<file path="src/cache_axi_pkg.sv">
package cache_axi_pkg;

    typedef logic [31:0] addr_t;    // byte address
    typedef logic [31:0] word_t;    // one AXI beat
    typedef logic [3:0]  axi_len_t; // beats minus one, so 16 words max per line

    // line refill FSM
    typedef enum logic [1:0] {
        rf_idle,
        rf_addr,
        rf_data,
        rf_ret
    } refill_state_t;

    // dirty line writeback FSM
    typedef enum logic [1:0] {
        wb_idle,
        wb_addr,
        wb_data,
        wb_resp
    } wb_state_t;

endpackage

</file>
<file path="src/axi_rd_if.sv">
interface axi_rd_if
    import cache_axi_pkg::*;
();
    // address channel
    addr_t    araddr;
    axi_len_t arlen;
    logic     arvalid;
    logic     arready;

    // read data channel
    word_t    rdata;
    logic     rlast;
    logic     rvalid;
    logic     rready;

    modport master (
        output araddr, arlen, arvalid, rready,
        input  arready, rdata, rlast, rvalid
    );

    modport slave (
        input  araddr, arlen, arvalid, rready,
        output arready, rdata, rlast, rvalid
    );

endinterface

</file>
<file path="src/line_refill.sv">
module line_refill
    import cache_axi_pkg::*;
#(
    parameter int line_words = 8
) (
    input  logic                   clk,
    input  logic                   arst_n,
    input  logic                   rd_req,
    input  addr_t                  rd_addr,
    output logic                   ret_valid,
    output word_t [line_words-1:0] ret_line,
    axi_rd_if.master               rd
);
    localparam int cnt_w = (line_words > 1) ? $clog2(line_words) : 1;

    refill_state_t          state;
    refill_state_t          state_next;
    logic [cnt_w-1:0]       beat_cnt;
    addr_t                  addr_q;
    word_t [line_words-1:0] line_q;
    logic                   ar_fire;
    logic                   r_fire;

    assign ar_fire = rd.arvalid && rd.arready;
    assign r_fire  = rd.rvalid && rd.rready;

    always_comb begin
        state_next = state;
        unique case (state)
            rf_idle: begin
                if (rd_req) begin
                    state_next = rf_addr;
                end
            end
            rf_addr: begin
                if (ar_fire) begin
                    state_next = rf_data;
                end
            end
            rf_data: begin
                if (r_fire && rd.rlast) begin
                    state_next = rf_ret;
                end
            end
            rf_ret: begin
                state_next = rf_idle; // one cycle return strobe
            end
            default: begin
                state_next = rf_idle;
            end
        endcase
    end

    always_ff @(posedge clk or negedge arst_n) begin
        if (!arst_n) begin
            state    <= rf_idle;
            beat_cnt <= '0;
        end else begin
            state <= state_next;
            if (ar_fire) begin
                beat_cnt <= '0;
            end else if (r_fire) begin
                beat_cnt <= beat_cnt + 1'b1;
            end
        end
    end

    always_ff @(posedge clk) begin
        if (state == rf_idle && rd_req) begin
            addr_q <= rd_addr;
        end
        if (r_fire) begin
            line_q[beat_cnt] <= rd.rdata; // beat k lands in word k
        end
    end

    assign rd.araddr  = addr_q;
    assign rd.arlen   = axi_len_t'(line_words - 1);
    assign rd.arvalid = (state == rf_addr);
    assign rd.rready  = (state == rf_data);

    assign ret_valid = (state == rf_ret);
    assign ret_line  = line_q;

endmodule

</file>
<file path="src/line_writeback.sv">
module line_writeback
    import cache_axi_pkg::*;
#(
    parameter int line_words = 8
) (
    input  logic                   clk,
    input  logic                   arst_n,
    input  logic                   wr_req,
    input  addr_t                  wr_addr,
    input  word_t [line_words-1:0] wr_line,
    output logic                   wr_done,
    output addr_t                  m_axi_awaddr,
    output axi_len_t               m_axi_awlen,
    output logic                   m_axi_awvalid,
    input  logic                   m_axi_awready,
    output word_t                  m_axi_wdata,
    output logic                   m_axi_wlast,
    output logic                   m_axi_wvalid,
    input  logic                   m_axi_wready,
    input  logic                   m_axi_bvalid,
    output logic                   m_axi_bready
);
    localparam int cnt_w = (line_words > 1) ? $clog2(line_words) : 1;

    wb_state_t              state;
    wb_state_t              state_next;
    logic [cnt_w-1:0]       word_idx;
    addr_t                  addr_q;
    word_t [line_words-1:0] line_q;
    logic                   aw_fire;
    logic                   w_fire;
    logic                   b_fire;

    assign aw_fire = m_axi_awvalid && m_axi_awready;
    assign w_fire  = m_axi_wvalid && m_axi_wready;
    assign b_fire  = m_axi_bvalid && m_axi_bready;

    always_comb begin
        state_next = state;
        unique case (state)
            wb_idle: begin
                if (wr_req) begin
                    state_next = wb_addr;
                end
            end
            wb_addr: begin
                if (aw_fire) begin
                    state_next = wb_data;
                end
            end
            wb_data: begin
                if (w_fire && m_axi_wlast) begin
                    state_next = wb_resp;
                end
            end
            wb_resp: begin
                if (b_fire) begin
                    state_next = wb_idle;
                end
            end
            default: begin
                state_next = wb_idle;
            end
        endcase
    end

    always_ff @(posedge clk or negedge arst_n) begin
        if (!arst_n) begin
            state    <= wb_idle;
            word_idx <= '0;
            wr_done  <= 1'b0;
        end else begin
            state   <= state_next;
            wr_done <= b_fire; // completion one cycle after the response
            if (aw_fire) begin
                word_idx <= '0;
            end else if (w_fire) begin
                word_idx <= word_idx + 1'b1;
            end
        end
    end

    // dirty line is frozen here so the cache may reuse its copy
    always_ff @(posedge clk) begin
        if (state == wb_idle && wr_req) begin
            addr_q <= wr_addr;
            line_q <= wr_line;
        end
    end

    assign m_axi_awaddr  = addr_q;
    assign m_axi_awlen   = axi_len_t'(line_words - 1);
    assign m_axi_awvalid = (state == wb_addr);

    assign m_axi_wdata  = line_q[word_idx];
    assign m_axi_wvalid = (state == wb_data);
    assign m_axi_wlast  = (state == wb_data) && (word_idx == cnt_w'(line_words - 1));

    assign m_axi_bready = (state == wb_resp);

endmodule

</file>
<file path="src/read_arbiter.sv">
module read_arbiter
    import cache_axi_pkg::*;
(
    input  logic     clk,
    input  logic     arst_n,
    axi_rd_if.slave  i_rd,
    axi_rd_if.slave  d_rd,
    output addr_t    m_axi_araddr,
    output axi_len_t m_axi_arlen,
    output logic     m_axi_arvalid,
    output logic     m_axi_rready,
    input  logic     m_axi_arready,
    input  word_t    m_axi_rdata,
    input  logic     m_axi_rlast,
    input  logic     m_axi_rvalid
);
    logic busy;
    logic owner_d;  // 1 when the dcache owns the channel
    logic sel_d;
    logic last_fire;

    // fixed priority while idle, registered owner once an address is out
    assign sel_d     = busy ? owner_d : d_rd.arvalid;
    assign last_fire = m_axi_rvalid && m_axi_rready && m_axi_rlast;

    // lock as soon as an address is offered so araddr holds through arready stalls
    always_ff @(posedge clk or negedge arst_n) begin
        if (!arst_n) begin
            busy    <= 1'b0;
            owner_d <= 1'b0;
        end else if (busy) begin
            if (last_fire) begin
                busy <= 1'b0;
            end
        end else if (m_axi_arvalid) begin
            busy    <= 1'b1;
            owner_d <= sel_d;
        end
    end

    assign m_axi_araddr  = sel_d ? d_rd.araddr  : i_rd.araddr;
    assign m_axi_arlen   = sel_d ? d_rd.arlen   : i_rd.arlen;
    assign m_axi_arvalid = sel_d ? d_rd.arvalid : i_rd.arvalid;
    assign m_axi_rready  = sel_d ? d_rd.rready  : i_rd.rready;

    // non-owner sees a quiet channel
    assign d_rd.arready = sel_d && m_axi_arready;
    assign d_rd.rvalid  = sel_d && m_axi_rvalid;
    assign d_rd.rlast   = sel_d && m_axi_rlast;

    assign i_rd.arready = !sel_d && m_axi_arready;
    assign i_rd.rvalid  = !sel_d && m_axi_rvalid;
    assign i_rd.rlast   = !sel_d && m_axi_rlast;

    assign d_rd.rdata = m_axi_rdata;
    assign i_rd.rdata = m_axi_rdata;

endmodule

</file>
<file path="src/axi_cache_bridge.sv">
module axi_cache_bridge
    import cache_axi_pkg::*;
#(
    parameter int icache_line_words = 8,
    parameter int dcache_line_words = 8
) (
    input  logic                          clk,
    input  logic                          arst_n,

    input  logic                          ic_rd_req,
    input  addr_t                         ic_rd_addr,
    output logic                          ic_ret_valid,
    output word_t [icache_line_words-1:0] ic_ret_line,

    input  logic                          dc_rd_req,
    input  addr_t                         dc_rd_addr,
    output logic                          dc_ret_valid,
    output word_t [dcache_line_words-1:0] dc_ret_line,

    input  logic                          dc_wr_req,
    input  addr_t                         dc_wr_addr,
    input  word_t [dcache_line_words-1:0] dc_wr_line,
    output logic                          dc_wr_done,

    output addr_t                         m_axi_araddr,
    output axi_len_t                      m_axi_arlen,
    output logic                          m_axi_arvalid,
    input  logic                          m_axi_arready,
    input  word_t                         m_axi_rdata,
    input  logic                          m_axi_rlast,
    input  logic                          m_axi_rvalid,
    output logic                          m_axi_rready,

    output addr_t                         m_axi_awaddr,
    output axi_len_t                      m_axi_awlen,
    output logic                          m_axi_awvalid,
    input  logic                          m_axi_awready,
    output word_t                         m_axi_wdata,
    output logic                          m_axi_wlast,
    output logic                          m_axi_wvalid,
    input  logic                          m_axi_wready,
    input  logic                          m_axi_bvalid,
    output logic                          m_axi_bready
);
    axi_rd_if i_rd ();
    axi_rd_if d_rd ();

    line_refill #(
        .line_words (icache_line_words)
    ) u_icache_refill (
        .clk       (clk),
        .arst_n    (arst_n),
        .rd_req    (ic_rd_req),
        .rd_addr   (ic_rd_addr),
        .ret_valid (ic_ret_valid),
        .ret_line  (ic_ret_line),
        .rd        (i_rd.master)
    );

    line_refill #(
        .line_words (dcache_line_words)
    ) u_dcache_refill (
        .clk       (clk),
        .arst_n    (arst_n),
        .rd_req    (dc_rd_req),
        .rd_addr   (dc_rd_addr),
        .ret_valid (dc_ret_valid),
        .ret_line  (dc_ret_line),
        .rd        (d_rd.master)
    );

    // write side has a single master, no arbitration needed
    line_writeback #(
        .line_words (dcache_line_words)
    ) u_dcache_wb (
        .clk           (clk),
        .arst_n        (arst_n),
        .wr_req        (dc_wr_req),
        .wr_addr       (dc_wr_addr),
        .wr_line       (dc_wr_line),
        .wr_done       (dc_wr_done),
        .m_axi_awaddr  (m_axi_awaddr),
        .m_axi_awlen   (m_axi_awlen),
        .m_axi_awvalid (m_axi_awvalid),
        .m_axi_awready (m_axi_awready),
        .m_axi_wdata   (m_axi_wdata),
        .m_axi_wlast   (m_axi_wlast),
        .m_axi_wvalid  (m_axi_wvalid),
        .m_axi_wready  (m_axi_wready),
        .m_axi_bvalid  (m_axi_bvalid),
        .m_axi_bready  (m_axi_bready)
    );

    read_arbiter u_rd_arb (
        .clk           (clk),
        .arst_n        (arst_n),
        .i_rd          (i_rd.slave),
        .d_rd          (d_rd.slave),
        .m_axi_araddr  (m_axi_araddr),
        .m_axi_arlen   (m_axi_arlen),
        .m_axi_arvalid (m_axi_arvalid),
        .m_axi_rready  (m_axi_rready),
        .m_axi_arready (m_axi_arready),
        .m_axi_rdata   (m_axi_rdata),
        .m_axi_rlast   (m_axi_rlast),
        .m_axi_rvalid  (m_axi_rvalid)
    );

endmodule

</file>
<file path="config.mk">
export PLATFORM = sky130hd
export DESIGN_NAME = axi_cache_bridge
export DESIGN_NICKNAME = d
export VERILOG_FILES = /design/src/cache_axi_pkg.sv /design/src/axi_rd_if.sv /design/src/line_refill.sv /design/src/line_writeback.sv /design/src/read_arbiter.sv /design/src/axi_cache_bridge.sv
export SDC_FILE = /design/constraint.sdc
export NUM_CORES = 1
export LEC_CHECK = 0
export ABC_AREA = 1
export BUFFER_PORTS_ARGS = -buffer_cell sky130_fd_sc_hd__clkbuf_2
export CAP_MARGIN = 20
export CORE_AREA = 2 2 394 396
export CTS_CLUSTER_DIAMETER = 150
export DETAILED_ROUTE_END_ITERATION = 6
export DIE_AREA = 0 0 396 398
export GPL_TIMING_DRIVEN = 0
export HOLD_SLACK_MARGIN = 0.06
export PLACE_DENSITY_LB_ADDON = 0.12
export SLEW_MARGIN = 20
export SYNTH_ARGS = -nofsm -noshare
export SYNTH_HDL_FRONTEND = slang
export SYNTH_SLANG_ARGS = --single-unit
</file>
<file path="constraint.sdc">
create_clock -name clk -period 6.44 [get_ports clk]
set_input_delay 0.966 -clock clk [delete_from_list [all_inputs] [get_ports clk]]
set_output_delay 0.966 -clock clk [all_outputs]
set_load 0.01 [all_outputs]
</file>
==> flow_summary.toml <==
[run_status]
status = "complete, no violations"

[finish]
fin_nets = 3210
final_cell_mix = "clkbuf_2, edfxtp_1, nand2_1, nor2_1, clkbuf_16"
final_area_sq_mm = 0.04194
area_growth_pct = 40.01
multiInputGateArea_sq_mm = 0.003169
layout-drive-gt1-share_pct = 43.57
stdcell_count = 4934
fillers = 15830
regArea_sq_mm = 0.02640
final_common_cell = "clkbuf_2"

[setup_path]
crit_chain = "buf_6 -> inv_4 -> clkbuf_1 -> o21ai_0 -> o22ai_1 -> nand2_1 -> nand2_1 -> clkbuf_2"
crit_buf_inv = 4
start_kind = "flop"
path_class = "reg2out"
cpLargestDelayFamily = "buffers and inverters"
cpMostUsedCell = "nand2_1"
cp.required_ns = 5.47
crit_path_max_incr_delay_ns = 0.54
arrival_ns = 2.93
setup.worst_path.end_class = "output pin"
regToRegSetupSlack_ns = 3.47
critPathSlowestCell = "clkbuf_1"
crit_path_max_fanout = 10

[clock_tree]
clockRootBuffer = "clkbuf_16"
worstSkewPairLatency_ns = 0.71
ctsHoldBuffers = 0
cts_tree = "built"
path_clk_slew_ns = 0.06
cts_resized = 0
postCtsSetupBuffers = 0
clockBufferDepth = 3
h-tree-depth = 3
cts_buffers = 102
numClockSinks = 882

[floorplan]
ios = 1020
initial_utilization_pct = 19.54
coreArea_sq_mm = 0.1533
fp.dieArea_sq_mm = 0.1576
num_rows = 144
die_h_microns = 398
die_width_microns = 396

[global_route]
antenna_found_initial = 49
grt_pass1_vias = 19580
grt_pass1_wl_microns = 158700
met3_usage_pct = 5.911
grt_util_met1_pct = 15.78
top_usage_layer = "met2"
grt_use_total_pct = 14.45
grt_use_met2_pct = 25.72
grt-ovfl-total = 0
grt_max_degree = 34

[placement]
portBuffers = 1011
post_dp_cell_area_sq_mm = 0.03867
dp_hpwl_microns = 91230
placed_cells = 4735
gp_congestion = 0.7935

[synth]
synth_top_area_cell = "edfxtp_1"
synth.area.top_cells = "edfxtp_1, nand2_1, nor2_1, dfrtp_1, o21ai_0"
synth_cells = 1632
yosysUniqueCellTypes = 25
synth.cell_area_sq_mm = 0.02996
synth_top_area_share_pct = 86.61
ys_seq_elements = 882
ys_seq_area_share_pct = 88.11
avgSynthCellArea_sq_um = 18.36
synth_warnings = 0

[power]
p_comb_share_pct = 21.9
power.density_mw_per_mm2 = 391.2
peakVddDrop_v = 0.0002144
seq_power_share_pct = 43.8
switching_share_pct = 30.96
leakagePower_nw = 16.09
pwr-share-clk_pct = 34.3
p_switching_w = 0.005079
p_int_w = 0.01133
power_w = 0.01641

[routing]
drtIter0Drc = 1158
wirelength_microns = 118000
ant_nets = 0
wl_per_cell_microns = 23.92
dr.pass1.iters = 5
remaining_drc_errors = 0
vias = 18910
viasPerCell = 3.832

[sta]
setup_violations = 0
period_needed_ns = 3.892
worst_pin_slew_ns = 0.8263
rsz0062_at_grt = "no"
maxSlewViolCount = 0
hold_viol_final = 0
maxSlewHeadroom_pct = 44.91
timing.fmax_mhz = 256.9
fin_crit_sh_pct = 60.44
clock_skew_ns = 0.04407

[flow_run]
drv_cap = 0

[min_path]
hold_path_class = "in2async"
## power groups by stage
stage | combinational [W] | clock, W | sequential (W)
6_report | 0.00359 | 0.00562 | 0.00719
5_1_grt | 0.00395 | 0.00604 | 0.00724
4_1_cts | 0.00372 | 0.00583 | 0.00720
3_5_place_dp | 0.00371 | 0 | 0.00731
3_3_place_gp | 0.00351 | 0 | 0.00745
2_1_floorplan | 0.00176 | 0 | 0.00739
## cell families (layout without fill, tap and decap cells)
kind of cell,Yosys count,after routing,synth area share (%)
fa+ha+maj,20,20,0.8354
simple gates,420,420,5.442
compound gates,207,207,3.742
other cells,2,22,0.02507
flops,882,882,88.11
xor+xnor,2,2,0.05849
buf+inv,99,1337,1.784
## worst register-to-register path, delay by kind of cell, from the launching register on
kind	cells	cell delay (ns)
flops	1	0.39
fa+ha+maj	1	0.24
buf+inv	3	0.60
simple gates	5	1.40
## sequential cells by signal (all words and copies together) (netlist names), 2 cells and up
name                       cells
u_dcache_refill.ret_line     256
u_dcache_refill.state          2
u_icache_refill.ret_line     256
u_dcache_wb.m_axi_awaddr      32
u_dcache_wb.state              2
u_dcache_refill.rd.araddr     32
u_dcache_wb.line_q           256
u_icache_refill.beat_cnt       3
u_dcache_wb.word_idx           3
u_icache_refill.rd.araddr     32
u_icache_refill.state          2
u_dcache_refill.beat_cnt       3
## synthesized netlist by cell type
library cell and instances:
o21ai_0 83, inv_4 1, nand3_1 19, xor2_1 2
buf_6 13, dfrtp_1 18, conb_1 2, a21oi_1 2
o21ai_1 56, o22ai_1 65, a221oi_1 1, nand2_1 245
clkbuf_2 3, buf_1 3, ha_1 20, nand4_1 4
inv_1 32, nor3_4 1, buf_2 14, clkbuf_1 20
buf_4 11, or2_2 3, nor2_1 148, inv_2 2
edfxtp_1 864
## metal layers
layer  vias to the layer above  share of wire [%]
li1                       8455                  -
met1                      9342                 37
met2                       849                 51
met3                       202                9.3
met4                        60                2.4
met5                         -               0.30
## area by class of cell
class | instances | share of cell area (%)
sequential | 882 | 62.93
tap | 2044 | 6.098
antenna | 14 | 0.08353
timing repair buffer | 1053 | 14.34
buffer | 64 | 0.9546
clock inverter | 50 | 1.328
multi-input combinational | 657 | 7.556
inverter | 35 | 0.3282
clock buffer | 135 | 6.381
## stage by stage
stage | util (%) | hold WS (ns) | TNS, ns | setup slack [ns]
after CTS | 27.33 | 0.2113 | 0 | 2.341
after floorplan | - | 0.4911 | 0 | 0.6897
after global routing | 27.34 | 0.2253 | 0 | 2.314
final | 27.35 | 0.2478 | 0 | 2.548
after detailed placement | 25.22 | 0.5427 | 0 | 3.160
after global placement | 24.52 | 0.5110 | -443.72 | -1.482
## worst paths after layout
path                                                            to  cells past startpoint                                  from
setup / recovery                                    m_axi_wdata[3]                      8   u_dcache_wb.word_idx[0]$_DFFE_PN0P_
hold / removal                 u_dcache_wb.word_idx[1]$_DFFE_PN0P_                      1                                arst_n
setup reg to reg           u_icache_refill.ret_line[152]$_DFFE_PP_                      9  u_dcache_refill.state[1]$_DFFE_PN0P_
hold reg to reg               u_icache_refill.state[1]$_DFFE_PN0P_                      2  u_icache_refill.state[1]$_DFFE_PN0P_
max in group asynchronous             u_rd_arb.owner_d$_DFFE_PN0P_                      1                                arst_n
min in group clk                  u_dcache_wb.line_q[11]$_DFFE_PP_                      1                        dc_wr_line[11]
Note: power is estimated with default switching activity, not from simulation.
